**src/isa_pkg.sv**
```systemverilog
`default_nettype none

package isa_pkg;

	// field widths of the instruction word
	localparam int WORD_W = 16;
	localparam int OPCODE_W = 4;
	localparam int REG_W = 2;
	localparam int FUNCT_W = 6;
	localparam int IMM_W = 8;
	localparam int TARGET_W = 12;

	// data, address and instruction word
	typedef logic [WORD_W-1:0] word_t;
	typedef logic [REG_W-1:0] reg_addr_t;
	typedef logic [IMM_W-1:0] imm_t;
	typedef logic [TARGET_W-1:0] target_t;

	typedef enum logic [OPCODE_W-1:0] {
		BNE = 4'd0,
		BEQ = 4'd1,
		BGZ = 4'd2,
		BLZ = 4'd3,
		ADI = 4'd4,
		ORI = 4'd5,
		LHI = 4'd6,
		LWD = 4'd7,
		SWD = 4'd8,
		JMP = 4'd9,
		JAL = 4'd10,
		RTYPE = 4'd15
	} opcode_t;

	// function codes, only meaningful with the RTYPE opcode
	typedef enum logic [FUNCT_W-1:0] {
		ADD = 6'd0,
		SUB = 6'd1,
		AND = 6'd2,
		ORR = 6'd3,
		NOT = 6'd4,
		TCP = 6'd5,
		SHL = 6'd6,
		SHR = 6'd7,
		JPR = 6'd25,
		JRL = 6'd26,
		WWD = 6'd28,
		HLT = 6'd29
	} funct_t;

	// JAL and JRL put the return address here
	localparam reg_addr_t link_reg = 2'd2;

endpackage

`default_nettype wire

```
**src/register_file.sv**
```systemverilog
`timescale 1ns/1ps
`default_nettype none

module register_file (
	input wire clk,
	input wire reset_n,
	input wire isa_pkg::reg_addr_t read1,
	input wire isa_pkg::reg_addr_t read2,
	input wire isa_pkg::reg_addr_t write_reg,
	input wire isa_pkg::word_t write_data,
	input wire reg_write,
	output isa_pkg::word_t read_out1,
	output isa_pkg::word_t read_out2
);

	isa_pkg::word_t regs [4];

	// reads see the old value during a write in the same cycle
	assign read_out1 = regs[read1];
	assign read_out2 = regs[read2];

	always_ff @(posedge clk) begin
		if (!reset_n) begin
			for (int i = 0; i < 4; i++) begin
				regs[i] <= '0;
			end
		end else if (reg_write) begin
			regs[write_reg] <= write_data;
		end
	end

endmodule

`default_nettype wire

```
**config.mk**
```make
export PLATFORM = sky130hd
export DESIGN_NAME = register_file
export DESIGN_NICKNAME = d
export VERILOG_FILES = /design/src/isa_pkg.sv /design/src/register_file.sv
export SDC_FILE = /design/constraint.sdc
export NUM_CORES = 1
export LEC_CHECK = 0
export ABC_AREA = 1
export BUFFER_PORTS_ARGS = -buffer_cell sky130_fd_sc_hd__buf_2
export CAP_MARGIN = 20
export CORE_ASPECT_RATIO = 0.8
export CORE_MARGIN = 2
export CORE_UTILIZATION = 25
export CTS_CLUSTER_DIAMETER = 30
export DETAILED_ROUTE_END_ITERATION = 10
export GPL_ROUTABILITY_DRIVEN = 0
export SLEW_MARGIN = 20
export SYNTH_ARGS = -nofsm -noshare
export SYNTH_HDL_FRONTEND = slang
export SYNTH_SLANG_ARGS = --single-unit
export TNS_END_PERCENT = 50
```
**constraint.sdc**
```tcl
create_clock -name clk -period 5.95 [get_ports clk]
set_input_delay 0.595 -clock clk [delete_from_list [all_inputs] [get_ports clk]]
set_output_delay 0.595 -clock clk [all_outputs]
set_load 0.02 [all_outputs]
```
==> metrics.yaml <==
status: "finished, final reports clean"
cp-start-kind: "primary input"
yosysWarnings: 0
antenna_found_initial: 0
largest_registers: "regs: 64 flops"
cts_resized: 0
final_common_cell: "nand2_1"
grt_overflow: 0
grt_pass1_wl_mm: 15.5
drive_gt1_share_pct: 17.7
hold_depth: 3
p_leak_nw: 2.14
die_width_um: 140
synth_cell_types: 15
routedWlPerCell_um: 14.2
synth_seq_area_share_pct: 52.2
post_cts_buffers: 0
fin_setup_tns_ns: 0
core_region_area_mm2: 0.0143
mostFrequentLayoutCells: "163 x nand2_1, 85 x inv_1, 65 x nand3_1"
dr_total_vias: 2974
wl_mm: 10.0
grt_usage_pct: 12.9
dp_hpwl_mm: 6.10
criticalPathCategory: "primary input to output pin"
syn_area_mm2: 0.00368
areaGrowthSynthToFinish_pct: 18.1
cp.required_ns: 5.36
std_cell_rows: 39
first_iter_violations: 260
tritoncts: "yes"
dpl.cell_count: 688
diodes: 0
fin_nets: 540
seqCellArea_mm2: 0.00192
cp_max_fo: 33
htreeDepth: 3
place_area_mm2: 0.00407
fmax_mhz: 331
avgViaCountPerCell: 4.22
total_power_mw: 1.25
hold_buffers: 0
ioPinCount: 57
powerDensity_mw_per_mm2: 287
final_cells: 704
worstSetupStartpoint: "read1[0]"
dr.pass1.iters: 4
hp-start: "write_data[11]"
syn_nets: 498
regMostFlops: "regs"
slowest_stage: "inv_1"
grt_pass1_vias: 2925
max_stage_delay_ns: 0.68
rsz0062_at_grt: "no"
multi_input_area_mm2: 0.00131
start_util_pct: 25.6
hold_ws_ns: 0.618
place_ws_ns: 2.96
fin_ws_ns: 2.93
cp.arrival_ns: 2.42
cts_buffers: 9
cts_buffer_depth: 2
grt_max_degree: 35
clock_sinks: 64
timing.max_slew.rel_slack_pct: 28.7
die_h_um: 113
fillCellCount: 1558
path_clk_slew_ns: 0.06
cp_cell_sequence: "buf_2, inv_1, nand2_1, nand3_1, nand2_1, buf_2"
hold_class: "primary input to flip-flop"
utilization_pct: 30.3
syn_avg_cell_area_um2: 7.78
max-vdd-ir-drop_v: 0.000155
timing.max_cap.violations: 0
fin_crit_ns: 3.02
portBuffers: 56
drc: 0
netlist_instances: 473
largest_register_ffs: 64
design_area_mm2: 0.00435
hold_viol: 0
drv_slew: 0
finalSetupViolCount: 0
finalCritPeriodShare_pct: 50.7
die_area_mm2: 0.0157
min_to: "regs[1][11]$_SDFFCE_PN0P_"
cts-root-buf: "clkbuf_16"
endpoint_kind: "output pin"
ys_ff_latch: 64
tightest_slew_ns: 1.07
ant_nets: 0
critical path, delay by kind of cell:
kind          cells  cell delay (ns)
simple gates      3             0.43
buf+inv           3             1.37
cells in the mapped netlist:
cell | instances | share of area, %
nand3_1 | 65 | 8.8
clkbuf_1 | 8 | 0.82
buf_2 | 15 | 2.0
nor2_1 | 30 | 3.1
o21ai_0 | 1 | 0.14
nor2_8 | 1 | 0.54
buf_1 | 1 | 0.10
buf_6 | 2 | 0.61
nand2_4 | 3 | 0.92
nand2_2 | 1 | 0.17
nand2_1 | 163 | 17
edfxtp_1 | 64 | 52
nor2_2 | 18 | 3.1
nor3_1 | 16 | 2.2
inv_1 | 85 | 8.7
routing by layer:
layer  global-route usage, %  up-vias  wire (um)
met5                       0        -          0
met3                    1.66       10        411
met4                    4.93        0        142
met1                    16.8     1357       4630
li1                        -     1549          -
met2                    21.8       58       4830
report_power, final:
group	leakage [nW]	internal [mW]	total [mW]	switching, mW
Clock	0.138	0.320	0.505	0.185
Sequential	0.622	0.532	0.540	0.00789
Combinational	1.38	0.0569	0.205	0.148
how the worst max path moves through the flow:
| stage | to | slack (ns) | depth (start not counted) |
|---|---|---|---|
| CTS | read_out1[5] | 2.96 | 6 |
| detailed placement | read_out1[5] | 2.96 | 6 |
| finish | read_out1[5] | 2.93 | 6 |
| global placement | read_out1[5] | 2.98 | 6 |
| floorplan | regs[2][0]$_SDFFCE_PN0P_ | 3.54 | 3 |
| global route | read_out2[5] | 2.79 | 6 |
cells by family after synthesis:
logic type,after synthesis,synth area share [%]
compound gates,1,0.136
simple gates,297,35.4
flops,64,52.2
buf+inv,111,12.2
final cells by class:
| cell class | count | area share, % |
|---|---|---|
| well taps | 184 | 5.30 |
| multi-input cells | 298 | 30.1 |
| clock buffers | 11 | 5.35 |
| repair buffers | 57 | 6.62 |
| flip-flops and latches | 64 | 44.2 |
| inverters | 85 | 7.34 |
| clock inverters | 5 | 1.09 |
(Power assumes the default switching activity.)
