File: src/ctrl_pkg.sv
`default_nettype none

package ctrl_pkg;

	typedef enum logic [2:0] {IF, ID, EX, MEM, WB, HALT} ctrl_state_t;

	typedef enum logic [3:0] {
		ALU_ADD,
		ALU_SUB,
		ALU_AND,
		ALU_OR,
		ALU_NOT,
		ALU_TCP,
		ALU_SHL,
		ALU_SHR,
		ALU_PASS_B,
		// or with the low byte of b only, for ORI
		ALU_OR_LOW
	} alu_op_t;

	typedef enum logic [1:0] {NE, EQ, GZ, LZ} branch_t;

	// alu operand selects
	typedef enum logic {SRC_A_PC, SRC_A_REG} src_a_t;
	typedef enum logic [1:0] {SRC_B_REG, SRC_B_ONE, SRC_B_IMM, SRC_B_ZERO} src_b_t;

	// register file destination: rd is bits 7:6, rt is bits 9:8
	typedef enum logic [1:0] {DST_RD, DST_RT, DST_LINK} wr_dst_t;

endpackage

`default_nettype wire

File: src/isa_pkg.sv
`default_nettype none

package isa_pkg;

	// field widths of the instruction word
	localparam int WORD_W = 16;
	localparam int OPCODE_W = 4;
	localparam int REG_W = 2;
	localparam int FUNCT_W = 6;
	localparam int IMM_W = 8;
	localparam int TARGET_W = 12;

	// data, address and instruction word
	typedef logic [WORD_W-1:0] word_t;
	typedef logic [REG_W-1:0] reg_addr_t;
	typedef logic [IMM_W-1:0] imm_t;
	typedef logic [TARGET_W-1:0] target_t;

	typedef enum logic [OPCODE_W-1:0] {
		BNE = 4'd0,
		BEQ = 4'd1,
		BGZ = 4'd2,
		BLZ = 4'd3,
		ADI = 4'd4,
		ORI = 4'd5,
		LHI = 4'd6,
		LWD = 4'd7,
		SWD = 4'd8,
		JMP = 4'd9,
		JAL = 4'd10,
		RTYPE = 4'd15
	} opcode_t;

	// function codes, only meaningful with the RTYPE opcode
	typedef enum logic [FUNCT_W-1:0] {
		ADD = 6'd0,
		SUB = 6'd1,
		AND = 6'd2,
		ORR = 6'd3,
		NOT = 6'd4,
		TCP = 6'd5,
		SHL = 6'd6,
		SHR = 6'd7,
		JPR = 6'd25,
		JRL = 6'd26,
		WWD = 6'd28,
		HLT = 6'd29
	} funct_t;

	// JAL and JRL put the return address here
	localparam reg_addr_t link_reg = 2'd2;

endpackage

`default_nettype wire

File: src/alu.sv
`timescale 1ns/1ps
`default_nettype none

module alu (
	input wire isa_pkg::word_t a,
	input wire isa_pkg::word_t b,
	input wire ctrl_pkg::alu_op_t op,
	input wire ctrl_pkg::branch_t branch_type,
	output isa_pkg::word_t result,
	output logic bcond
);

	always_comb begin
		case (op)
			ctrl_pkg::ALU_ADD: begin
				result = a + b;
			end
			ctrl_pkg::ALU_SUB: begin
				result = a - b;
			end
			ctrl_pkg::ALU_AND: begin
				result = a & b;
			end
			ctrl_pkg::ALU_OR: begin
				result = a | b;
			end
			ctrl_pkg::ALU_NOT: begin
				result = ~a;
			end
			ctrl_pkg::ALU_TCP: begin
				result = ~a + isa_pkg::word_t'(1);
			end
			ctrl_pkg::ALU_SHL: begin
				result = {a[14:0], 1'b0};
			end
			// arithmetic shift, sign bit is kept
			ctrl_pkg::ALU_SHR: begin
				result = {a[15], a[15:1]};
			end
			ctrl_pkg::ALU_PASS_B: begin
				result = b;
			end
			ctrl_pkg::ALU_OR_LOW: begin
				result = a | {8'h00, b[7:0]};
			end
			default: begin
				result = '0;
			end
		endcase
	end

	// GZ and LZ only look at a, read as signed
	always_comb begin
		case (branch_type)
			ctrl_pkg::NE: begin
				bcond = (a != b);
			end
			ctrl_pkg::EQ: begin
				bcond = (a == b);
			end
			ctrl_pkg::GZ: begin
				bcond = !a[15] && (a != '0);
			end
			default: begin
				bcond = a[15];
			end
		endcase
	end

endmodule

`default_nettype wire

File: config.mk
export PLATFORM = sky130hd
export DESIGN_NAME = alu
export DESIGN_NICKNAME = d
export VERILOG_FILES = /design/src/ctrl_pkg.sv /design/src/isa_pkg.sv /design/src/alu.sv
export SDC_FILE = /design/constraint.sdc
export NUM_CORES = 1
export LEC_CHECK = 0
export ABC_CLOCK_PERIOD_IN_PS = 2400
export BUFFER_PORTS_ARGS = -buffer_cell sky130_fd_sc_hd__clkbuf_2
export CAP_MARGIN = 20
export CORE_ASPECT_RATIO = 0.6
export CORE_UTILIZATION = 50
export DETAILED_ROUTE_END_ITERATION = 6
export PLACE_DENSITY = 0.73
export SLEW_MARGIN = 20
export SYNTH_ARGS = -nofsm -noshare
export SYNTH_HDL_FRONTEND = slang
export SYNTH_SLANG_ARGS = --single-unit
File: constraint.sdc
create_clock -name vclk -period 2.4
set_input_delay 0.24 -clock vclk [all_inputs]
set_output_delay 0.24 -clock vclk [all_outputs]
set_load 0.05 [all_outputs]
==> impl_results.md, run 1 <==
* Syn Nets at 560
* IO Count at 55
* Syn avg cell area at 6.68 µm²
* Starting density of the core at 54.2%
* Status: did not finish
* Post-DP Area at 0.00493 mm²
* Error msg: [ERROR GRT-0232] Routing congestion too high. Check the congestion heatmap in the GUI.
* IO Port Bufs at 55
* Post-detail-place hpwl at 11.8 mm
* Synth cell types at 64
* Post-CTS Hold Fix Bufs at 0
* Worst ep type: primary output
* Die X at 104 µm
* Yosys warnings at 0
* Grt total ovfl at 39
* Placer congestion estimate at 1.04
* Row count at 21
* Sequential area share after synthesis at 0%
* Failing step: 5_1_grt
* Dpl ws at -632 ps
* Total track usage at 79.4%
* DIE HEIGHT at 63.5 µm
* Worst_ep grt: result[10]
* Post-Syn Area at 0.00315 mm²
* Largest net degree at the start of global routing at 28
* Post-Synthesis Cells at 471
repair_timing:
| item | 4_1_cts |
|---|---|
| setup endpoints to repair | 13 |
| buffers inserted | 12 |
| pin swaps | 22 |
| resized for setup | 53 |
kinds of logic after synthesis:
kind of cell	after synthesis	synth area share [%]
AO/OA/AOI/OAI	156	34.9
XOR/XNOR	22	6.12
adder cells (fa/ha/maj)	51	20.7
buffers and inverters	76	9.70
multiplexers	12	3.86
AND/OR/NAND/NOR	154	24.6
stage by stage:
stage | util, % | cells
floorplan | - | 471
global placement | 84.9 | 743
detailed placement | 84.9 | 743
CTS | 91.0 | 755
Yosys cell counts, types with 3 or more instances:
cell	n	area share [%]
a211oi_1	7	1.7
a21o_1	4	0.95
a21oi_1	35	5.6
a221o_1	3	0.95
a221oi_1	7	1.9
a222oi_1	5	1.6
a22oi_1	3	0.72
a311oi_1	3	0.83
a31oi_1	7	1.4
and3_1	3	0.60
buf_1	3	0.36
buf_2	10	1.6
clkbuf_1	13	1.6
ha_1	49	19
inv_1	48	5.7
mux2i_1	11	3.5
nand2_1	35	4.2
nand2b_1	8	1.6
nand3_1	12	1.9
nand4_1	4	0.79
nor2_1	44	5.2
nor2b_1	5	0.99
nor3_1	15	2.4
nor4_1	5	0.99
o211ai_1	15	3.6
o21ai_0	24	3.8
o21ai_1	3	0.48
o21bai_1	4	0.95
o22ai_1	9	1.8
o31ai_1	3	0.72
or2_2	3	0.60
or3_1	7	1.4
xnor2_1	19	5.3
xor2_1	3	0.83
metal layers:
metal	global-route usage, %	overflow
met1	80.3	0
met2	93.2	16
met3	66.3	0
met4	83.4	23
met5	19.0	0
==> run 2: changes to the inputs <==
- ABC_CLOCK_PERIOD_IN_PS: 2400 -> 3100
- CORE_ASPECT_RATIO: 0.6 -> unset
- CORE_UTILIZATION: 50 -> 35
- PLACE_DENSITY: 0.73 -> unset
- PLACE_DENSITY_LB_ADDON: unset -> 0.15
- clock period: 2.4 -> 3.1 ns (I/O delays scaled with it)
==> run 2 against run 1 <==
  * Synthesized area unchanged
  * The run now ends clean
  * Synthesized cell count unchanged
==> impl_results.md, run 2 <==
* Pwr/cell area at 197 mW/mm²
* CORE AREA at 0.00872 mm²
* Max Cap Viol at 0
* Post-Syn Area at 0.00315 mm² (unchanged)
* Crit path capture type: primary output
* DIE HEIGHT at 96.8 µm (+53%)
* Post-synth top area cell: ha_1
* Synth cell types at 64 (unchanged)
* Final worst setup slack at 56.4 ps
* Dpl ws at 2.33 ps (+635 ps)
* Static Leakage at 1.92 nW
* Fmax at 0.329 GHz
* CP Launch Type: primary input
* Initial antenna violation count at 0
* Final Non-Filler Cells at 672
* Post-DP Area at 0.00404 mm² (-18%)
* Post-detail-place hpwl at 10.2 mm (-13%)
* Via count at 4,038
* Total track usage at 25.8%
* Crit path launch: b[2]
* Synth top area share at 19.5% (unchanged)
* Syn avg cell area at 6.68 µm² (unchanged)
* Post-route ant nets at 0
* Delay-heaviest family, CP: compound AO/OA/AOI/OAI gates
* Setup_tns at 0 ps
* Diodes inserted at 0
* Die X at 96.8 µm (-7.3%)
* Initial drt markers at 337
* Worst hold start: branch_type[1]
* Finished layout cell area at 0.00419 mm²
* Final-report hold violation count at 0
* FFs & Latches at 0
* Vias in the first global route at 3,848
* Clock buf count at 0
* Area Growth Syn to Fin at 33.2%
* Area of the die at 0.00938 mm²
* Drt wl/cell at 18.8 µm
* Row count at 34 (+62%)
* Placer congestion estimate at 1.01 (-2.9%)
* Grt total ovfl at 0
* Area contributors post-synth: ha_1 19%, inv_1 5.7%, a21oi_1 5.6%
* Share of cells above drive strength 1 at 27.5%
* Critical path buffers and inverters at 3
* Inst Count DP at 670 (-9.8%)
* VDD IR max at 0.0000955 V
* Total Wirelength at 12.7 mm
* Most frequent cells in the layout: 65 x buf_4, 47 x inv_1, 45 x ha_1
* Final nets at 655
* WHS at 993 ps
* IO Port Bufs at 55 (unchanged)
* Starting density of the core at 36.1% (-18 points)
* DR pass1 iterations at 6
* Worst slew pin tran at 632 ps
* Largest net degree at the start of global routing at 19
* Finished Core Util at 48.1%
* RSZ-0062 raised after global routing: yes
* Status: finished clean
* Final period util at 98.2%
* Final setup fails at 0
* IO Count at 55 (unchanged)
* Commonest non-fill, non-tap cell in the layout: buf_4
* Post-Synthesis Cells at 471 (unchanged)
* Storage cell area at 0 µm²
* CP max FO at 7
* Min-delay worst type: primary input to primary output
* Most instantiated library cell after synthesis: ha_1
* Design Power at 0.826 mW
* Slowest stage cell, crit path: ha_2
* Crit path DAT at 2730 ps
* Fin crit period at 3040 ps
* DRC Markers at 0
* Top post-synthesis cells by count: 49 x ha_1, 48 x inv_1, 44 x nor2_1
* Crit-path max cell delay at 430 ps
* Sequential area share after synthesis at 0% (unchanged)
* FILL cells at 887
* First-pass GRT wire length at 20.0 mm
* Syn Nets at 560 (unchanged)
* CP Cell Sequence: clkbuf_2 > inv_1 > ha_2 > nor2b_1 > a2111oi_4 > o311a_1 > o21ai_1 > nor3_1 > a311oi_1 > nand4b_1 > buf_12
* Post-DR vias/cell at 6.01
* Critical path class: primary input to primary output
* Slew Limit Fails at 0
* Max-slew headroom at 57.8%
* Yosys warnings at 0 (unchanged)
* Crit path required time at 2790 ps
[run 2: final timing paths]
| path | end | slack [ps] | depth (start not counted) |
|---|---|---|---|
| worst max-delay path | result[15] | 60 | 11 |
| worst min-delay path | bcond | 990 | 3 |
[run 2: final cells by class]
class	instances	area, µm²	area share (%)
Timing Repair Buffer	120	897	21.4
Multi-Input combinational cell	395	2980	71.0
Tap cell	108	135	3.22
Inverter	49	184	4.39
[run 2: kinds of logic (layout without fill, tap and decap cells)]
| family | Yosys count | in the layout | share of synthesized area, % |
|---|---|---|---|
| buffers and inverters | 76 | 169 | 9.70 |
| multiplexers | 12 | 12 | 3.86 |
| AO/OA/AOI/OAI | 156 | 156 | 34.9 |
| adder cells (fa/ha/maj) | 51 | 51 | 20.7 |
| AND/OR/NAND/NOR | 154 | 154 | 24.6 |
| XOR/XNOR | 22 | 22 | 6.12 |
[run 2: layer usage]
| metal | track usage (%) | routed length (µm) | vias up |
|---|---|---|---|
| li1 | - | - | 1919 |
| met1 | 33.4 | 5300 | 1887 |
| met2 | 46.3 | 6060 | 195 |
| met3 | 1.81 | 861 | 37 |
| met4 | 5.74 | 432 | 0 |
| met5 | 0 | 0 | - |
[run 2: power breakdown]
group / switching [mW] / internal, mW / total [mW]
clock: 0 / 0 / 0
sequential: 0 / 0 / 0
combinational: 0.493 / 0.333 / 0.826
[run 2: timing repair]
action                                  4_1_cts  5_1_grt
gates resized for setup                       1       33
buffers inserted                              0        2
pin swaps                                     0       10
hold buffers                                  0        0
endpoints found under the setup margin        1        6
(Power assumes the default switching activity.)
==> run 3: changes to the inputs <==
- RECOVER_POWER: unset -> 100
==> run 3 against run 2 <==
  * Final cell count is the same
  * First-iteration DRC count did not move
  * Wire length is 0.70% lower
==> impl_results.md, run 3 (same netlist as run 2, synthesis figures left out) <==
* Critical path class: primary input to primary output
* Max-slew headroom at 53.8% (-4.0 points)
* Post-CTS Hold Fix Bufs at 0 (unchanged)
* First-pass GRT wire length at 20.0 mm (unchanged)
* Final worst setup slack at 67.7 ps (+11.3 ps)
* Post-route ant nets at 0 (unchanged)
* Setup_tns at 0 ps (unchanged)
* Final nets at 655 (unchanged)
* Final Non-Filler Cells at 672 (unchanged)
* Total Wirelength at 12.6 mm (-0.70%)
* Diodes inserted at 0 (unchanged)
* Inst Count DP at 670 (unchanged)
* Crit path DAT at 2720 ps (about the same)
* Starting density of the core at 36.1% (unchanged)
* Share of cells above drive strength 1 at 26.8% (-0.71 points)
* Final period util at 97.8% (-0.36 points)
* Fmax at 0.330 GHz (+0.37%)
* Vias in the first global route at 3,848 (unchanged)
* Via count at 4,004 (-0.84%)
* Clock buf count at 0 (unchanged)
* DIE HEIGHT at 96.8 µm (unchanged)
* CP Launch Type: primary input
* VDD IR max at 0.0000951 V (-0.36%)
* Area Growth Syn to Fin at 32.0%
* Final-report hold violation count at 0 (unchanged)
* Drt wl/cell at 18.7 µm (-0.70%)
* WHS at 993 ps (unchanged)
* Total track usage at 25.8% (unchanged)
* Final setup fails at 0 (unchanged)
* Finished Core Util at 47.6% (-0.43 points)
* Grt total ovfl at 0 (unchanged)
* Post-DR vias/cell at 5.96 (-0.84%)
* Crit path capture type: primary output
* Slew Limit Fails at 0 (unchanged)
* Most frequent cells in the layout: 64 x buf_4, 47 x inv_1, 45 x ha_1
* Fin crit period at 3030 ps (-11.3 ps)
* FFs & Latches at 0 (unchanged)
* FILL cells at 895 (+0.90%)
* Static Leakage at 1.90 nW (-1.2%)
* IO Port Bufs at 55 (unchanged)
* Row count at 34 (unchanged)
* Largest net degree at the start of global routing at 19 (unchanged)
* Crit path required time at 2790 ps (about the same)
* Crit path launch: b[0]
* Worst slew pin tran at 693 ps (+60.7 ps)
* CP max FO at 3 (-4)
* Initial antenna violation count at 0 (unchanged)
* Dpl ws at 2.33 ps (unchanged)
* DR pass1 iterations at 5 (-1)
* RSZ-0062 raised after global routing: yes
* DRC Markers at 0 (unchanged)
* Commonest non-fill, non-tap cell in the layout: buf_4
* Storage cell area at 0 µm² (unchanged)
* Initial drt markers at 337 (unchanged)
* Area of the multi-input gates at 0.00298 mm² (unchanged)
* CORE AREA at 0.00872 mm² (unchanged)
* Pwr/cell area at 195 mW/mm² (-1.0%)
* Worst hold start: branch_type[1]
* IO Count at 55 (unchanged)
* Area of the die at 0.00938 mm² (unchanged)
* Status: finished clean
* Min-delay worst type: primary input to primary output
* Max Cap Viol at 0 (unchanged)
* Post-detail-place hpwl at 10.2 mm (unchanged)
* Die X at 96.8 µm (unchanged)
* Placer congestion estimate at 1.01 (unchanged)
==> run 3: cell types whose count changed in the layout (fill, tap and decap cells not counted), sizes merged <==
cell and change:
clkbuf +3, buf -3
==> run 3: final cells by class <==
| class | instances | share of cell area, % |
|---|---|---|
| Tap cell | 108 | 3.25 |
| Inverter | 49 | 4.43 |
| Timing Repair Buffer | 120 | 20.7 |
| Multi-Input combinational cell | 395 | 71.6 |
==> run 3: power breakdown <==
| group | switching [mW] | internal [mW] | total [mW] |
|---|---|---|---|
| sequential | 0 | 0 | 0 |
| combinational | 0.489 | 0.321 | 0.810 |
| clock | 0 | 0 | 0 |
| total | 0.489 | 0.321 | 0.810 |
==> run 3: routing by layer <==
metal	up-vias	share of wire (%)	routed length, µm	global-route usage, %
met5	-	0	0	0
met4	0	2.8	349	5.74
met3	24	6.6	834	1.81
met2	181	48	6070	46.3
met1	1877	42	5310	33.4
li1	1922	-	-	-
==> run 3: what timing repair did <==
action,4_1_cts,5_1_grt
resized for setup,1,33
pin swaps,0,10
setup buffers,0,2
endpoints found under the setup margin,1,6
==> run 3: critical path, stage by stage <==
cell	delay [ps]
clkbuf_2	90
buf_4	140
ha_4	160
inv_2	60
fa_2	230
nand2b_4	70
a221oi_4	290
o211ai_2	180
buf_4	180
a2111o_1	400
nor2b_4	140
o211ai_1	250
clkbuf_16	210
==> run 3: stage by stage <==
stage          power [mW]  cell area (µm²)
2_1_floorplan       0.479             3150
3_3_place_gp        0.775             4040
3_5_place_dp        0.777             4040
4_1_cts             0.781             4040
5_1_grt             0.871             4160
6_report            0.810             4160
==> run 3: worst paths after layout <==
path	cells after the start	end	slack (ps)
worst max-delay path	13	result[10]	70
worst min-delay path	3	bcond	990
==> run 4: changes to the inputs <==
- ABC_AREA: unset -> 1
- GPL_TIMING_DRIVEN: unset -> 0
- SLEW_MARGIN: 20 -> unset
==> run 4 against run 3 <==
  * Flip-flop and latch count is the same
  * Global-route usage is 1.2 points higher
  * Synthesized area up 11%
  * Die area grew 10%
  * Wire length grew 7.2%
  * Via count increased by 14%
  * Utilization shrank 7.4 points
  * Critical endpoint unchanged
  * Largest cell class unchanged
  * Largest power group unchanged
==> impl_results.md, run 4 <==
* Status: finished clean
* Share of cells above drive strength 1 at 10.4% (-16 points)
* CP Launch Type: primary input
* Vias in the first global route at 4,363 (+13%)
* Post-Synthesis Cells at 694 (+47%)
* Final period util at 93.1% (-4.7 points)
* Post-synth top area cell: nand2_1
* Final nets at 840 (+28%)
* Final setup fails at 0 (unchanged)
* Post-Syn Area at 0.00349 mm² (+11%)
* Syn avg cell area at 5.02 µm² (-25%)
* Initial drt markers at 296 (-12%)
* VDD IR max at 0.0000587 V (-38%)
* Area Growth Syn to Fin at 12.3%
* Starting density of the core at 35.8% (-0.27 points)
* Largest net degree at the start of global routing at 11 (-8)
* CTS resizes at 0 (-1)
* FFs & Latches at 0 (unchanged)
* Finished layout cell area at 0.00392 mm² (-5.8%)
* Grt peak-use layer: met2
* GR Util met2 at 46.9% (+0.67 points)
* DR pass1 iterations at 5 (unchanged)
* Initial antenna violation count at 0 (unchanged)
* IO Count at 55 (unchanged)
* First-pass GRT wire length at 21.5 mm (+7.6%)
* Pwr/cell area at 175 mW/mm² (-10%)
* Clock buf count at 0 (unchanged)
* Static Leakage at 2.30 nW (+21%)
* Max-slew headroom at 57.3% (+3.5 points)
* Met1 Use GR at 36.5% (+3.1 points)
* Area contributors post-synth: nand2_1 22%, ha_1 18%, inv_1 13%
* Worst slew pin tran at 640 ps (-52.7 ps)
* Post-DP Area at 0.00393 mm² (-2.7%)
* IO Port Bufs at 55 (unchanged)
* Crit path required time at 2790 ps (about the same)
* Total Wirelength at 13.5 mm (+7.2%)
* Post-DR vias/cell at 5.17 (-13%)
* Via count at 4,560 (+14%)
* DRC Markers at 0 (unchanged)
* Diodes inserted at 0 (unchanged)
* Crit path DAT at 2580 ps (-140 ps)
* Die X at 102 µm (+5.1%)
* Top post-synthesis cells by count: 205 x nand2_1, 121 x inv_1, 85 x nand3_1
* Post-route ant nets at 0 (unchanged)
* Storage cell area at 0 µm² (unchanged)
* Yosys warnings at 0 (unchanged)
* Fmax at 0.346 GHz (+5.1%)
* Syn Nets at 783 (+40%)
* Most frequent cells in the layout: 205 x nand2_1, 121 x inv_1, 86 x nor2_1
* Grt total ovfl at 0 (unchanged)
* Fin crit period at 2890 ps (-146 ps)
* Placer congestion estimate at 0.937 (-7.6%)
* Post-CTS setup buffer count at 0 (unchanged)
* Critical path class: primary input to primary output
* Max Cap Viol at 0 (unchanged)
* Post-CTS Hold Fix Bufs at 0 (unchanged)
* Setup_tns at 0 ps (unchanged)
* Total track usage at 27.0% (+1.2 points)
* Synth top area share at 22.1% (+2.6 points)
* Min-delay worst type: primary input to primary output
* Synth cell types at 37 (-42%)
* CP max FO at 10 (+7)
* DIE HEIGHT at 102 µm (+5.1%)
* Final-report hold violation count at 0 (unchanged)
* Most instantiated library cell after synthesis: nand2_1
* Commonest non-fill, non-tap cell in the layout: nand2_1
* Sequential area share after synthesis at 0% (unchanged)
* Crit path capture type: primary output
* Area of the die at 0.0104 mm² (+10%)
* RSZ-0062 raised after global routing: no
* Drt wl/cell at 15.3 µm (-18%)
* Met3 track demand over resource at 1.79% (-0.012 points)
* Post-detail-place hpwl at 11.2 mm (+9.6%)
* Row count at 36 (+5.9%)
* CORE AREA at 0.00973 mm² (+12%)
* Slew Limit Fails at 0 (unchanged)
-- run 4: worst max-delay path: stages --
cell and delay [ps]:
clkbuf_1 110, nor2_1 440, inv_1 140, nor2_1 420, clkbuf_1 550, nand3_1 160, nand3_1 150, clkbuf_2 290
-- run 4: final timing paths --
kind | from | endpoint | slack [ps] | cells after the start
worst max-delay path | op[3] | result[10] | 210 | 8
worst min-delay path | branch_type[0] | bcond | 1040 | 4
-- run 4: per-layer routing --
metal / vias up / part of all wire, % / wire length, µm
met3: 12 / 6.0 / 813
met1: 2061 / 46 / 6220
li1: 2326 / - / -
met4: 0 / 1.1 / 144
met2: 161 / 47 / 6290
met5: - / 0 / 0
-- run 4: report_power, final --
part	switching [mW]	internal (mW)
Sequential	0	0
Combinational	0.495	0.190
Clock	0	0
-- run 4: metrics by stage --
| step | power, mW | util (%) | hold WS, ps | std cells | setup WS [ps] |
|---|---|---|---|---|---|
| 2_1_floorplan | 0.472 | - | 946 | 694 | 830 |
| 5_1_grt | 0.761 | 40.3 | 1060 | 882 | 54.5 |
| 3_5_place_dp | 0.675 | 40.4 | 1040 | 882 | 253 |
| 4_1_cts | 0.678 | 40.4 | 1040 | 882 | 254 |
| 3_3_place_gp | 0.667 | 40.4 | 1030 | 882 | 288 |
| 6_report | 0.684 | 40.3 | 1040 | 882 | 214 |
-- run 4: area by class of cell --
class	instances	area, µm²
multi-input cells	557	2950
repair buffers	55	270
fillers	1167	5810
inverters	127	477
well taps	133	166
plain buffers	10	51.3
-- run 4: kinds of logic (layout without fill, tap and decap cells) --
logic type | after synthesis | count (layout) | share of synthesized area [%]
fa+ha+maj | 51 | 51 | 18.7
simple gates | 413 | 413 | 50.5
compound gates | 90 | 90 | 14.8
buf+inv | 137 | 192 | 15.2
xor+xnor | 3 | 3 | 0.754
