--- src/ctrl_pkg.sv ---
`default_nettype none

package ctrl_pkg;

	typedef enum logic [2:0] {IF, ID, EX, MEM, WB, HALT} ctrl_state_t;

	typedef enum logic [3:0] {
		ALU_ADD,
		ALU_SUB,
		ALU_AND,
		ALU_OR,
		ALU_NOT,
		ALU_TCP,
		ALU_SHL,
		ALU_SHR,
		ALU_PASS_B,
		// or with the low byte of b only, for ORI
		ALU_OR_LOW
	} alu_op_t;

	typedef enum logic [1:0] {NE, EQ, GZ, LZ} branch_t;

	// alu operand selects
	typedef enum logic {SRC_A_PC, SRC_A_REG} src_a_t;
	typedef enum logic [1:0] {SRC_B_REG, SRC_B_ONE, SRC_B_IMM, SRC_B_ZERO} src_b_t;

	// register file destination: rd is bits 7:6, rt is bits 9:8
	typedef enum logic [1:0] {DST_RD, DST_RT, DST_LINK} wr_dst_t;

endpackage

`default_nettype wire

--- src/isa_pkg.sv ---
`default_nettype none

package isa_pkg;

	// field widths of the instruction word
	localparam int WORD_W = 16;
	localparam int OPCODE_W = 4;
	localparam int REG_W = 2;
	localparam int FUNCT_W = 6;
	localparam int IMM_W = 8;
	localparam int TARGET_W = 12;

	// data, address and instruction word
	typedef logic [WORD_W-1:0] word_t;
	typedef logic [REG_W-1:0] reg_addr_t;
	typedef logic [IMM_W-1:0] imm_t;
	typedef logic [TARGET_W-1:0] target_t;

	typedef enum logic [OPCODE_W-1:0] {
		BNE = 4'd0,
		BEQ = 4'd1,
		BGZ = 4'd2,
		BLZ = 4'd3,
		ADI = 4'd4,
		ORI = 4'd5,
		LHI = 4'd6,
		LWD = 4'd7,
		SWD = 4'd8,
		JMP = 4'd9,
		JAL = 4'd10,
		RTYPE = 4'd15
	} opcode_t;

	// function codes, only meaningful with the RTYPE opcode
	typedef enum logic [FUNCT_W-1:0] {
		ADD = 6'd0,
		SUB = 6'd1,
		AND = 6'd2,
		ORR = 6'd3,
		NOT = 6'd4,
		TCP = 6'd5,
		SHL = 6'd6,
		SHR = 6'd7,
		JPR = 6'd25,
		JRL = 6'd26,
		WWD = 6'd28,
		HLT = 6'd29
	} funct_t;

	// JAL and JRL put the return address here
	localparam reg_addr_t link_reg = 2'd2;

endpackage

`default_nettype wire

--- src/control_unit.sv ---
`timescale 1ns/1ps
`default_nettype none

module control_unit (
	input wire clk,
	input wire reset_n,
	input wire isa_pkg::opcode_t opcode,
	input wire isa_pkg::funct_t funct,
	input wire bcond,
	output logic pc_write,
	output logic pc_write_cond,
	output logic pc_src,
	output logic pc_from_reg,
	output logic i_or_d,
	output logic ir_write,
	output logic mem_read,
	output logic mem_write,
	output logic mem_to_reg,
	output logic reg_write,
	output ctrl_pkg::wr_dst_t wr_dst,
	output ctrl_pkg::src_a_t src_a,
	output ctrl_pkg::src_b_t src_b,
	output ctrl_pkg::alu_op_t alu_op,
	output ctrl_pkg::branch_t branch_type,
	output logic wwd,
	output logic new_inst,
	output logic halt
);

	ctrl_pkg::ctrl_state_t state;
	ctrl_pkg::ctrl_state_t state_next;
	ctrl_pkg::alu_op_t exec_op;

	always_ff @(posedge clk) begin
		if (!reset_n) begin
			state <= ctrl_pkg::IF;
		end else begin
			state <= state_next;
		end
	end

	// alu function used in EX
	always_comb begin
		case (opcode)
			isa_pkg::ORI: exec_op = ctrl_pkg::ALU_OR_LOW;
			isa_pkg::LHI: exec_op = ctrl_pkg::ALU_PASS_B;
			isa_pkg::RTYPE: begin
				case (funct)
					isa_pkg::SUB: exec_op = ctrl_pkg::ALU_SUB;
					isa_pkg::AND: exec_op = ctrl_pkg::ALU_AND;
					isa_pkg::ORR: exec_op = ctrl_pkg::ALU_OR;
					isa_pkg::NOT: exec_op = ctrl_pkg::ALU_NOT;
					isa_pkg::TCP: exec_op = ctrl_pkg::ALU_TCP;
					isa_pkg::SHL: exec_op = ctrl_pkg::ALU_SHL;
					isa_pkg::SHR: exec_op = ctrl_pkg::ALU_SHR;
					default: exec_op = ctrl_pkg::ALU_ADD;
				endcase
			end
			// ADI and the load/store address add
			default: exec_op = ctrl_pkg::ALU_ADD;
		endcase
	end

	always_comb begin
		case (opcode)
			isa_pkg::BEQ: branch_type = ctrl_pkg::EQ;
			isa_pkg::BGZ: branch_type = ctrl_pkg::GZ;
			isa_pkg::BLZ: branch_type = ctrl_pkg::LZ;
			default: branch_type = ctrl_pkg::NE;
		endcase
	end

	always_comb begin
		state_next = state;
		pc_write = 1'b0;
		pc_write_cond = 1'b0;
		pc_src = 1'b0;
		pc_from_reg = 1'b0;
		i_or_d = 1'b0;
		ir_write = 1'b0;
		mem_read = 1'b0;
		mem_write = 1'b0;
		mem_to_reg = 1'b0;
		reg_write = 1'b0;
		wr_dst = ctrl_pkg::DST_RD;
		src_a = ctrl_pkg::SRC_A_PC;
		src_b = ctrl_pkg::SRC_B_ONE;
		alu_op = ctrl_pkg::ALU_ADD;
		wwd = 1'b0;
		new_inst = 1'b0;
		halt = 1'b0;
		case (state)
			// fetch and pc <= pc + 1 through the alu
			ctrl_pkg::IF: begin
				mem_read = 1'b1;
				ir_write = 1'b1;
				pc_write = 1'b1;
				state_next = ctrl_pkg::ID;
			end
			// jumps, WWD and HLT finish here
			ctrl_pkg::ID: begin
				case (opcode)
					isa_pkg::JMP, isa_pkg::JAL: begin
						pc_write = 1'b1;
						pc_src = 1'b1;
						// link value is the pc + 1 latched at the end of IF
						reg_write = (opcode == isa_pkg::JAL);
						wr_dst = ctrl_pkg::DST_LINK;
						new_inst = 1'b1;
						state_next = ctrl_pkg::IF;
					end
					isa_pkg::RTYPE: begin
						case (funct)
							isa_pkg::JPR, isa_pkg::JRL: begin
								pc_write = 1'b1;
								pc_from_reg = 1'b1;
								reg_write = (funct == isa_pkg::JRL);
								wr_dst = ctrl_pkg::DST_LINK;
								new_inst = 1'b1;
								state_next = ctrl_pkg::IF;
							end
							isa_pkg::WWD: begin
								wwd = 1'b1;
								new_inst = 1'b1;
								state_next = ctrl_pkg::IF;
							end
							isa_pkg::HLT: begin
								new_inst = 1'b1;
								state_next = ctrl_pkg::HALT;
							end
							default: begin
								state_next = ctrl_pkg::EX;
							end
						endcase
					end
					isa_pkg::BNE, isa_pkg::BEQ, isa_pkg::BGZ, isa_pkg::BLZ,
					isa_pkg::ADI, isa_pkg::ORI, isa_pkg::LHI,
					isa_pkg::LWD, isa_pkg::SWD: begin
						state_next = ctrl_pkg::EX;
					end
					// unknown opcode retires as a no-op
					default: begin
						new_inst = 1'b1;
						state_next = ctrl_pkg::IF;
					end
				endcase
			end
			ctrl_pkg::EX: begin
				src_a = ctrl_pkg::SRC_A_REG;
				src_b = ctrl_pkg::SRC_B_IMM;
				alu_op = exec_op;
				case (opcode)
					isa_pkg::BNE, isa_pkg::BEQ, isa_pkg::BGZ, isa_pkg::BLZ: begin
						// compare here, the target comes from the adder in cpu
						src_b = ctrl_pkg::SRC_B_REG;
						// pc only moves on a taken branch
						pc_write_cond = bcond;
						pc_src = 1'b1;
						new_inst = 1'b1;
						state_next = ctrl_pkg::IF;
					end
					isa_pkg::LWD, isa_pkg::SWD: begin
						state_next = ctrl_pkg::MEM;
					end
					isa_pkg::RTYPE: begin
						src_b = ctrl_pkg::SRC_B_REG;
						state_next = ctrl_pkg::WB;
					end
					default: begin
						state_next = ctrl_pkg::WB;
					end
				endcase
			end
			// address comes from the alu output register
			ctrl_pkg::MEM: begin
				i_or_d = 1'b1;
				if (opcode == isa_pkg::LWD) begin
					mem_read = 1'b1;
					state_next = ctrl_pkg::WB;
				end else begin
					mem_write = 1'b1;
					new_inst = 1'b1;
					state_next = ctrl_pkg::IF;
				end
			end
			ctrl_pkg::WB: begin
				reg_write = 1'b1;
				mem_to_reg = (opcode == isa_pkg::LWD);
				if (opcode != isa_pkg::RTYPE) begin
					wr_dst = ctrl_pkg::DST_RT;
				end
				new_inst = 1'b1;
				state_next = ctrl_pkg::IF;
			end
			default: begin
				halt = 1'b1;
			end
		endcase
	end

endmodule

`default_nettype wire

--- config.mk ---
export PLATFORM = sky130hd
export DESIGN_NAME = control_unit
export DESIGN_NICKNAME = d
export VERILOG_FILES = /design/src/ctrl_pkg.sv /design/src/isa_pkg.sv /design/src/control_unit.sv
export SDC_FILE = /design/constraint.sdc
export NUM_CORES = 1
export LEC_CHECK = 0
export ABC_AREA = 1
export BUFFER_PORTS_ARGS = -buffer_cell sky130_fd_sc_hd__buf_4
export CAP_MARGIN = 20
export CORE_ASPECT_RATIO = 1.25
export CORE_MARGIN = 2
export CORE_UTILIZATION = 31
export CTS_CLUSTER_DIAMETER = 120
export DETAILED_ROUTE_END_ITERATION = 10
export GPL_TIMING_DRIVEN = 0
export SLEW_MARGIN = 20
export SYNTH_ARGS = -nofsm -noshare
export SYNTH_HDL_FRONTEND = slang
export SYNTH_SLANG_ARGS = --single-unit
--- constraint.sdc ---
create_clock -name clk -period 3 [get_ports clk]
set_clock_uncertainty 0.15 [all_clocks]
set_input_delay 0.75 -clock clk [delete_from_list [all_inputs] [get_ports clk]]
set_output_delay 0.75 -clock clk [all_outputs]
set_load 0.02 [all_outputs]
==> run metrics, run 1 <==
max capacitance violation total 0; via count of the routed design 751; per-cell via count in the routed design 4.607; instance count of the mapped netlist 105; postcts setup bufs 0; HPWL Detailed 1.377 mm; sequential share of the synthesized area 0.1176; Post-CTS Hold Fix Bufs 0; Worst Hold Path EP state[0]; largest net degree at the start of global routing 8; Worst Hold Launch state[2]; Layout area overhead 62.50%; worst hold path cell count 3; number of flip-flops under the largest register name 3; achievable frequency 0.3644 GHz; DIE AREA 0.001989 mm2; CP required 2100 ps; post-cts resize count 0; initial core utilization 0.3269; cell type with the largest total area after synthesis sky130_fd_sc_hd__nand2_1; setup repair after global routing missed its margin false; Tot Pwr 236.3 uW; mean instance size in the synthesized netlist 4.862 um2; register name with the most flops state; Worst-Margin Slew 312.7 ps; biggest registers after layout state x3; power per cell area 284.9 mW/mm2; Tightest Hold Check Type flip-flop to flip-flop; peak ir drop on the vdd network 0.0002554 V; average routed wire per standard cell 9.890 um; number of synthesis warnings 0; FF-to-FF End state[2]; Total Routed Length 1.612 mm; overflow left after global routing 0; outcome finished, final reports clean; row count 16; sort of element at the start of the critical path input pin; count of different cell masters after synthesis 17; drt initial violations 6; met3 usage 0.004566; GRT Total Usage 0.1631; Critical Path Source opcode[2]; static power due to leakage 0.0004909 uW; total I/O pin count 37; count of pins over their slew limit 0; highest fanout seen on the critical path 4; class of the most critical setup path input pin to output port; R2R depth 7; dominant cells by area after synthesis sky130_fd_sc_hd__nand2_1 (22%), sky130_fd_sc_hd__inv_1 (16%), sky130_fd_sc_hd__nor2_1 (13%); layout cell share with drive strength beyond 1 0.3034; number of endpoints with negative hold slack in the final report 0; worst-case register-to-register setup slack 1690 ps; clk root buf sky130_fd_sc_hd__clkbuf_4; accumulated negative setup slack 0 ps; cell area after technology mapping 510.5 um2; final setup violation count 0; TritonCTS clock tree done; clock latency on the worst-skew pair 230 ps; number of nets in the layout 159; maximum root-to-sink buffer count 2; number of diodes 0; Post-Synthesis Net Count 118; flip-flop and latch count after synthesis 3; clk slew on worst S/H paths 40 ps; number of H-tree levels 1; relative slew slack 0.7908; Core Box Area 0.001562 mm2; startpoint of the lowest-slack register-to-register path state[2]; share of the synthesized area in the top cell type 0.2206; met1 usage 0.1611; met2 track demand over resource in global routing 0.3011; data arrival time of the worst path 1840 ps; via count of the first global-routing pass 670; antenna violations before repair 0; clock buffer count from CTS 3; global-route layer with the greatest usage met2; number of clock sinks seen by CTS 3; DRC viols 0; DRT antenna net count 0; Vert. Die Dim 49.37 um; die outline width 40.30 um; first-pass GRT wire length 2.346 mm; critical path endpoint category output port; 1st-pass router iterations 4; # port buffers 36; global placement routability congestion 0.8309; crit share post-route 0.9147; minimum clock period after layout 2744 ps
==> worst max-delay path: stages <==
cell	delay, ps
sky130_fd_sc_hd__buf_4	120
sky130_fd_sc_hd__inv_1	120
sky130_fd_sc_hd__nor2_1	90
sky130_fd_sc_hd__nand2_1	130
sky130_fd_sc_hd__inv_1	70
sky130_fd_sc_hd__nor3_1	250
sky130_fd_sc_hd__nor2_1	70
sky130_fd_sc_hd__o21ai_0	80
sky130_fd_sc_hd__buf_4	170
==> stage by stage <==
| stage | instance area [um2] | utilization | setup WS, ps | hold slack [ps] | cells |
|---|---|---|---|---|---|
| 6_report | 829.5 | 0.5313 | 256.0 | 403.4 | 163 |
| 5_1_grt | 829.5 | 0.5313 | 180.6 | 441.2 | 163 |
| 4_1_cts | 829.5 | 0.5313 | 290.7 | 402.2 | 163 |
| 3_5_place_dp | 803.3 | 0.5144 | 299.7 | 388.7 | 159 |
| 3_3_place_gp | 803.3 | 0.5144 | 315.8 | 397.3 | 159 |
| 2_1_floorplan | 510.5 | - | 178.1 | 359.2 | 105 |
==> per-layer routing <==
metal	routed length, um	share of wire
met1	685	0.42
met2	795	0.49
met3	96	0.060
met4	35	0.022
met5	0	0
==> report_power, final <==
group / internal [uW] / total (uW) / switching (uW)
clock network: 49.8 / 70.8 / 21.0
logic: 47.3 / 117 / 70.2
registers: 43.5 / 48.0 / 4.50
total: 141 / 236 / 95.6
==> cell usage in the layout (no fill, tap or decap), drive strengths merged <==
master  netlist  layout
buf           0      36
nand2        31      31
inv          23      23
nor2         20      20
nand3        13      13
nor3          7       7
clkbuf        0       4
dfxtp         3       3
a21oi         2       2
o21ai         2       2
a31oi         1       1
o221ai        1       1
nand4         1       1
o211ai        1       1
==> cells in the mapped netlist <==
cell type,count
sky130_fd_sc_hd__nand2_2,1
sky130_fd_sc_hd__nor2_2,1
sky130_fd_sc_hd__nor2_4,1
sky130_fd_sc_hd__nor3_4,1
sky130_fd_sc_hd__inv_2,1
sky130_fd_sc_hd__o21ai_0,2
sky130_fd_sc_hd__o221ai_1,1
sky130_fd_sc_hd__nand3_1,13
sky130_fd_sc_hd__o211ai_1,1
sky130_fd_sc_hd__a31oi_1,1
sky130_fd_sc_hd__nand2_1,30
sky130_fd_sc_hd__a21oi_1,2
sky130_fd_sc_hd__nand4_1,1
sky130_fd_sc_hd__nor3_1,6
sky130_fd_sc_hd__inv_1,22
sky130_fd_sc_hd__nor2_1,18
sky130_fd_sc_hd__dfxtp_1,3
==> cell type report <==
class,count,area (um2)
clock buffer,4,26.28
fill,181,732.0
multi-input combinational,79,364.1
timing repair buffer,36,270.3
inverter,23,86.33
tap,18,22.52
sequential,3,60.06
==> cells by family (layout without fill, tap and decap cells) <==
group,Yosys count,after routing,share of synthesized area
buffers and inverters,23,63,0.1691
AO/OA/AOI/OAI,7,7,0.08335
flip-flops,3,3,0.1177
AND/OR/NAND/NOR,72,72,0.6299
==> how the worst max path moves through the flow <==
stage | slack [ps] | cells after the start | endpoint
2_1_floorplan | 180 | 7 | new_inst
3_3_place_gp | 320 | 9 | new_inst
3_5_place_dp | 300 | 9 | new_inst
4_1_cts | 290 | 9 | new_inst
5_1_grt | 180 | 9 | new_inst
6_report | 260 | 9 | new_inst
Note: power is estimated with default switching activity, not from simulation.
==> run 2, diff against run 1 <==
CTS_CLUSTER_SIZE = 8   (was default)
REMOVE_ABC_BUFFERS = 1   (was default)
clock period = 2.6 ns   (was 3 ns; I/O delays follow)
==> run 2 against run 1 <==
Against the previous run: cell count is the same; largest cell class unchanged; clock power grew 16%; sequential cell count is the same; highest routed layer unchanged; largest power group unchanged.
==> run metrics, run 2 (synthesis results as in run 1) <==
outcome finished, final reports clean (unchanged); average routed wire per standard cell 9.902 um (was 9.890 um); DRC viols 0 (unchanged); number of endpoints with negative hold slack in the final report 0 (unchanged); max capacitance violation total 0 (unchanged); leading cell types in the layout, fill and taps excluded sky130_fd_sc_hd__buf_4 (36), sky130_fd_sc_hd__nand2_1 (30), sky130_fd_sc_hd__inv_1 (22) (unchanged); final cell utilization of the core 0.5345 (was 0.5313); minimum clock period after layout 2443 ps; cell with the largest stage delay on the worst path sky130_fd_sc_hd__buf_4 (was sky130_fd_sc_hd__nor3_1); register name with the most flops state (unchanged); setup repair after global routing missed its margin false (unchanged); Gate power share 0.499 (was 0.497); data arrival time of the worst path 1640 ps (was 1840 ps); crit share post-route 0.9396; per-cell via count in the routed design 4.644 (was 4.607); layout cell share with drive strength beyond 1 0.3103 (was 0.3034); clk root buf sky130_fd_sc_hd__clkbuf_4 (unchanged); critical path endpoint category output port (unchanged); Worst-Margin Slew 312.7 ps (unchanged); sort of element at the start of the critical path input pin (unchanged); Tightest Hold Check Type flip-flop to flip-flop (unchanged); global placement routability congestion 0.8309 (unchanged); initial core utilization 0.3269 (unchanged); static power due to leakage 0.0004913 uW (was 0.0004909 uW); die outline width 40.30 um (unchanged); antenna violations before repair 0 (unchanged); overflow left after global routing 0 (unchanged); HPWL Detailed 1.377 mm (unchanged); total buffers and inverters traversed by the critical path 4 (unchanged); Layout area overhead 63.48% (was 62.50%); DRT antenna net count 0 (unchanged); DIE AREA 0.001989 mm2 (unchanged); share of power burned in registers 0.203 (about the same); GRT Total Usage 0.1631 (unchanged); # port buffers 36 (unchanged); Post-CTS Hold Fix Bufs 0 (unchanged); number of diodes 0 (unchanged); Total Routed Length 1.614 mm (was 1.612 mm); Final Worst Setup Slack 157.0 ps (was 256.0 ps); count of pins over their slew limit 0 (unchanged); number of flip-flops under the largest register name 3 (unchanged); 1st-pass router iterations 4 (unchanged); number of nets in the layout 159 (unchanged); largest net degree at the start of global routing 8 (unchanged); switching fraction of total power 0.4058 (was 0.4046); via count of the first global-routing pass 670 (unchanged); Core Box Area 0.001562 mm2 (unchanged); share of power burned in the clock network 0.299 (was 0.300); largest stage delay on the critical path 170 ps (was 250 ps); most common library cell in the layout ignoring fill and taps sky130_fd_sc_hd__buf_4 (unchanged); worst setup slack before clock tree synthesis 99.75 ps (was 299.7 ps); clk slew on worst S/H paths 40 ps (about the same); highest fanout seen on the critical path 4 (unchanged); clock latency on the worst-skew pair 230 ps (about the same); final setup violation count 0 (unchanged); Vert. Die Dim 49.37 um (unchanged); power per cell area 327.7 mW/mm2 (was 284.9 mW/mm2); TritonCTS clock tree done (unchanged); biggest registers after layout state x3 (unchanged); maximum root-to-sink buffer count 2 (unchanged); achievable frequency 0.4093 GHz; drt initial violations 6 (unchanged); class of the most critical setup path input pin to output port (unchanged); row count 16 (unchanged); relative slew slack 0.7908 (unchanged); via count of the routed design 757 (was 751); power spent charging and discharging nets 111.0 uW (was 95.62 uW); clock buffer count from CTS 3 (unchanged); kind of cell with the highest combined delay on the critical path buffers and inverters (was simple AND/OR/NAND/NOR gates); CP required 1800 ps (was 2100 ps); total I/O pin count 37 (unchanged); postcts setup bufs 0 (unchanged); Internal 162.5 uW (was 140.7 uW); number of H-tree levels 1 (unchanged); number of clock sinks seen by CTS 3 (unchanged); first-pass GRT wire length 2.346 mm (unchanged); cell-by-cell trace of the critical path buf_4 > inv_1 > nor2_1 > nand2_1 > inv_1 > nor3_2 > nor2_1 > o21ai_0 > buf_4 (was buf_4 > inv_1 > nor2_1 > nand2_1 > inv_1 > nor3_1 > nor2_1 > o21ai_0 > buf_4); peak ir drop on the vdd network 0.0002947 V (was 0.0002554 V)
run 2: cell count changes in the layout (fill, tap and decap cells not counted):
| cell | delta |
|---|---|
| sky130_fd_sc_hd__nor3_2 | +1 |
| sky130_fd_sc_hd__nor3_1 | -1 |
run 2: routing by layer:
layer | GRT usage | wire length [um] | up-vias | share of wire
met5 | 0 | 0 | - | 0
met4 | 0.1000 | 35 | 0 | 0.022
met3 | 0.004566 | 96 | 4 | 0.059
met2 | 0.3011 | 803 | 26 | 0.50
met1 | 0.1611 | 678 | 322 | 0.42
li1 | - | - | 405 | -
run 2: tightest hold or removal path, cell delays in order, from the launching register on:
cell	delay, ps
sky130_fd_sc_hd__dfxtp_1	310
sky130_fd_sc_hd__nand2_1	80
sky130_fd_sc_hd__o211ai_1	80
sky130_fd_sc_hd__inv_1	50
run 2: layout make-up:
type,count,area (um2)
Fill cell,181,726.9
Multi-Input combinational cell,79,369.1
Timing Repair Buffer,36,270.3
Inverter,23,86.33
Sequential cell,3,60.06
Clock buffer,4,26.28
Tap cell,18,22.52
run 2: power by group through the flow:
stage          logic [uW]  clock network [uW]  registers [uW]
2_1_floorplan        79.5                   0            55.1
3_3_place_gp          136                   0            55.9
3_5_place_dp          136                   0            56.1
4_1_cts               137                87.3            55.3
5_1_grt               151                86.8            55.7
6_report              136                81.8            55.4
run 2: metrics by stage:
step                      instance area, um2  cells  setup TNS [ps]  power, uW  hold WS (ps)
after floorplan                        510.5    105          -21.88      134.7         359.2
after global placement                 803.3    159               0      191.6         397.3
after detailed placement               803.3    159               0      192.3         388.7
after CTS                              829.5    163               0      279.3         402.2
after global routing                   834.6    163               0      293.4         441.2
final                                  834.6    163               0      273.5         397.2
run 2: worst paths after layout:
check / cells past startpoint / end / start / slack (ps)
worst min register to register: 3 / state[0] / state[2] / 400
worst min-delay path: 3 / state[0] / state[2] / 400
worst max-delay path: 9 / new_inst / opcode[2] / 160
worst max register to register: 7 / state[2] / state[2] / 1280
run 2: what timing repair did:
item	CTS	global route
resized for setup	0	1
endpoints found under the setup margin	0	1
hold endpoints to repair	0	0
==> run 3, diff against run 2 <==
REMOVE_ABC_BUFFERS = default   (was 1)
==> run 3 against run 2 <==
Against the previous run: sequential power about the same; power is 0.44% higher; register-to-register slack worse by 50 ps; non-clock buffer count unchanged; global-route usage up 1.7 points; via count decreased by 0.66%; setup slack better by 25 ps; first-iteration DRC count up 17%; utilization is the same; cell count stayed put; maximum frequency increased by 1.1%.
==> run metrics, run 3 (synthesis results as in run 1) <==
worst hold path cell count 3 (unchanged); clock buffer count from CTS 3 (unchanged); highest fanout seen on the critical path 4 (unchanged); Worst-Margin Slew 303.4 ps (was 312.7 ps); clk slew on worst S/H paths 40 ps (about the same); global placement routability congestion 0.7581 (was 0.8309); total I/O pin count 37 (unchanged); worst hold margin 390.9 ps (was 397.2 ps); leading cell types in the layout, fill and taps excluded sky130_fd_sc_hd__buf_4 (36), sky130_fd_sc_hd__nand2_1 (30), sky130_fd_sc_hd__inv_1 (22) (unchanged); antenna violations before repair 0 (unchanged); Vert. Die Dim 49.37 um (unchanged); number of diodes 0 (unchanged); die outline width 40.30 um (unchanged); DRC viols 0 (unchanged); sort of element at the start of the critical path input pin (unchanged); overflow left after global routing 0 (unchanged); via count of the first global-routing pass 705 (was 670); largest net degree at the start of global routing 8 (unchanged); worst-case register-to-register setup slack 1230 ps (was 1280 ps); Tightest Hold Check Type flip-flop to flip-flop (unchanged); biggest registers after layout state x3 (unchanged); Core Box Area 0.001562 mm2 (unchanged); most common library cell in the layout ignoring fill and taps sky130_fd_sc_hd__buf_4 (unchanged); Final Worst Setup Slack 182.4 ps (was 157.0 ps); maximum root-to-sink buffer count 2 (unchanged); Total Routed Length 1.634 mm (was 1.614 mm); final non-filler cell total 163 (unchanged); startpoint of the lowest-slack register-to-register path state[2] (unchanged); average routed wire per standard cell 10.02 um (was 9.902 um); number of H-tree levels 1 (unchanged); outcome finished, final reports clean (unchanged); Worst Hold Launch state[2] (unchanged); static power due to leakage 0.0004913 uW (unchanged); area taken by multi-input logic gates 369.1 um2 (unchanged); GRT Total Usage 0.1798 (was 0.1631); TritonCTS clock tree done (unchanged); R2R depth 7 (unchanged); relative slew slack 0.7971 (was 0.7908); Layout area overhead 63.48% (unchanged); DIE AREA 0.001989 mm2 (unchanged); crit share post-route 0.9298 (was 0.9396); accumulated negative setup slack 0 ps (unchanged); FF-to-FF End state[2] (unchanged); postcts setup bufs 0 (unchanged); power per cell area 329.2 mW/mm2 (was 327.7 mW/mm2); minimum clock period after layout 2418 ps (was 2443 ps); drt initial violations 7 (was 6); register name with the most flops state (unchanged); # port buffers 36 (unchanged); initial core utilization 0.3269 (unchanged); DRT antenna net count 0 (unchanged); class of the most critical setup path input pin to output port (unchanged); critical path endpoint category output port (unchanged); first-pass GRT wire length 2.580 mm (was 2.346 mm); achievable frequency 0.4136 GHz (was 0.4093 GHz); data arrival time of the worst path 1620 ps (was 1640 ps); Storage cell area 60.06 um2 (unchanged); Post-CTS Hold Fix Bufs 0 (unchanged); clock latency on the worst-skew pair 230 ps (about the same); number of endpoints with negative hold slack in the final report 0 (unchanged); clk root buf sky130_fd_sc_hd__clkbuf_4 (unchanged); setup repair after global routing missed its margin false (unchanged); worst setup slack before clock tree synthesis 173.2 ps (was 99.75 ps); 1st-pass router iterations 3 (was 4); # placed instances 159 (unchanged); number of nets in the layout 159 (unchanged); max capacitance violation total 0 (unchanged); Worst Hold Path EP state[0] (unchanged); peak ir drop on the vdd network 0.0003027 V (was 0.0002947 V); final setup violation count 0 (unchanged); number of clock sinks seen by CTS 3 (unchanged); # fillers 182 (was 181); CP required 1800 ps (about the same); Tot Pwr 274.7 uW (was 273.5 uW); via count of the routed design 752 (was 757); row count 16 (unchanged); per-cell via count in the routed design 4.613 (was 4.644); number of flip-flops under the largest register name 3 (unchanged); layout cell share with drive strength beyond 1 0.3103 (unchanged); count of pins over their slew limit 0 (unchanged); HPWL Detailed 1.417 mm (was 1.377 mm); post-cts resize count 0 (unchanged)
==> run 3: worst max path at each step <==
stage          startpoint       end  slack [ps]
3_5_place_dp    opcode[2]  pc_write         170
5_1_grt         opcode[2]  new_inst          10
6_report        opcode[2]  new_inst         180
4_1_cts         opcode[2]  pc_write         170
3_3_place_gp    opcode[2]  new_inst         170
2_1_floorplan   opcode[2]  new_inst         190
==> run 3: layer usage <==
metal / routed length [um] / share of wire / vias up / GRT usage
met3: 108 / 0.066 / 0 / 0.009132
met4: 0 / 0 / 0 / 0.06667
met1: 630 / 0.39 / 321 / 0.1788
met5: 0 / 0 / - / 0
met2: 895 / 0.55 / 22 / 0.3495
li1: - / - / 409 / -
==> run 3: layout make-up <==
| cell class | count | share of cell area |
|---|---|---|
| multi-input combinational | 79 | 0.4423 |
| inverter | 23 | 0.1034 |
| sequential | 3 | 0.07196 |
| tap | 18 | 0.02699 |
| clock buffer | 4 | 0.03148 |
| timing repair buffer | 36 | 0.3238 |
==> run 3: through the flow <==
step	instance area, um2	utilization
after global routing	834.6	0.5345
after detailed placement	808.3	0.5176
after floorplan	515.5	-
after global placement	808.3	0.5176
final	834.6	0.5345
after CTS	834.6	0.5345
==> run 3: critical path: stages <==
cell	delay, ps
sky130_fd_sc_hd__buf_4	120
sky130_fd_sc_hd__inv_1	120
sky130_fd_sc_hd__nor2_1	80
sky130_fd_sc_hd__nand2_1	120
sky130_fd_sc_hd__inv_1	80
sky130_fd_sc_hd__nor3_2	150
sky130_fd_sc_hd__nor2_1	70
sky130_fd_sc_hd__o21ai_0	70
sky130_fd_sc_hd__buf_4	170
==> run 3: power by group <==
group	switching [uW]	internal [uW]	total, uW
logic	81.6	54.8	136
registers	5.41	50.2	55.6
clock network	25.1	57.6	82.7
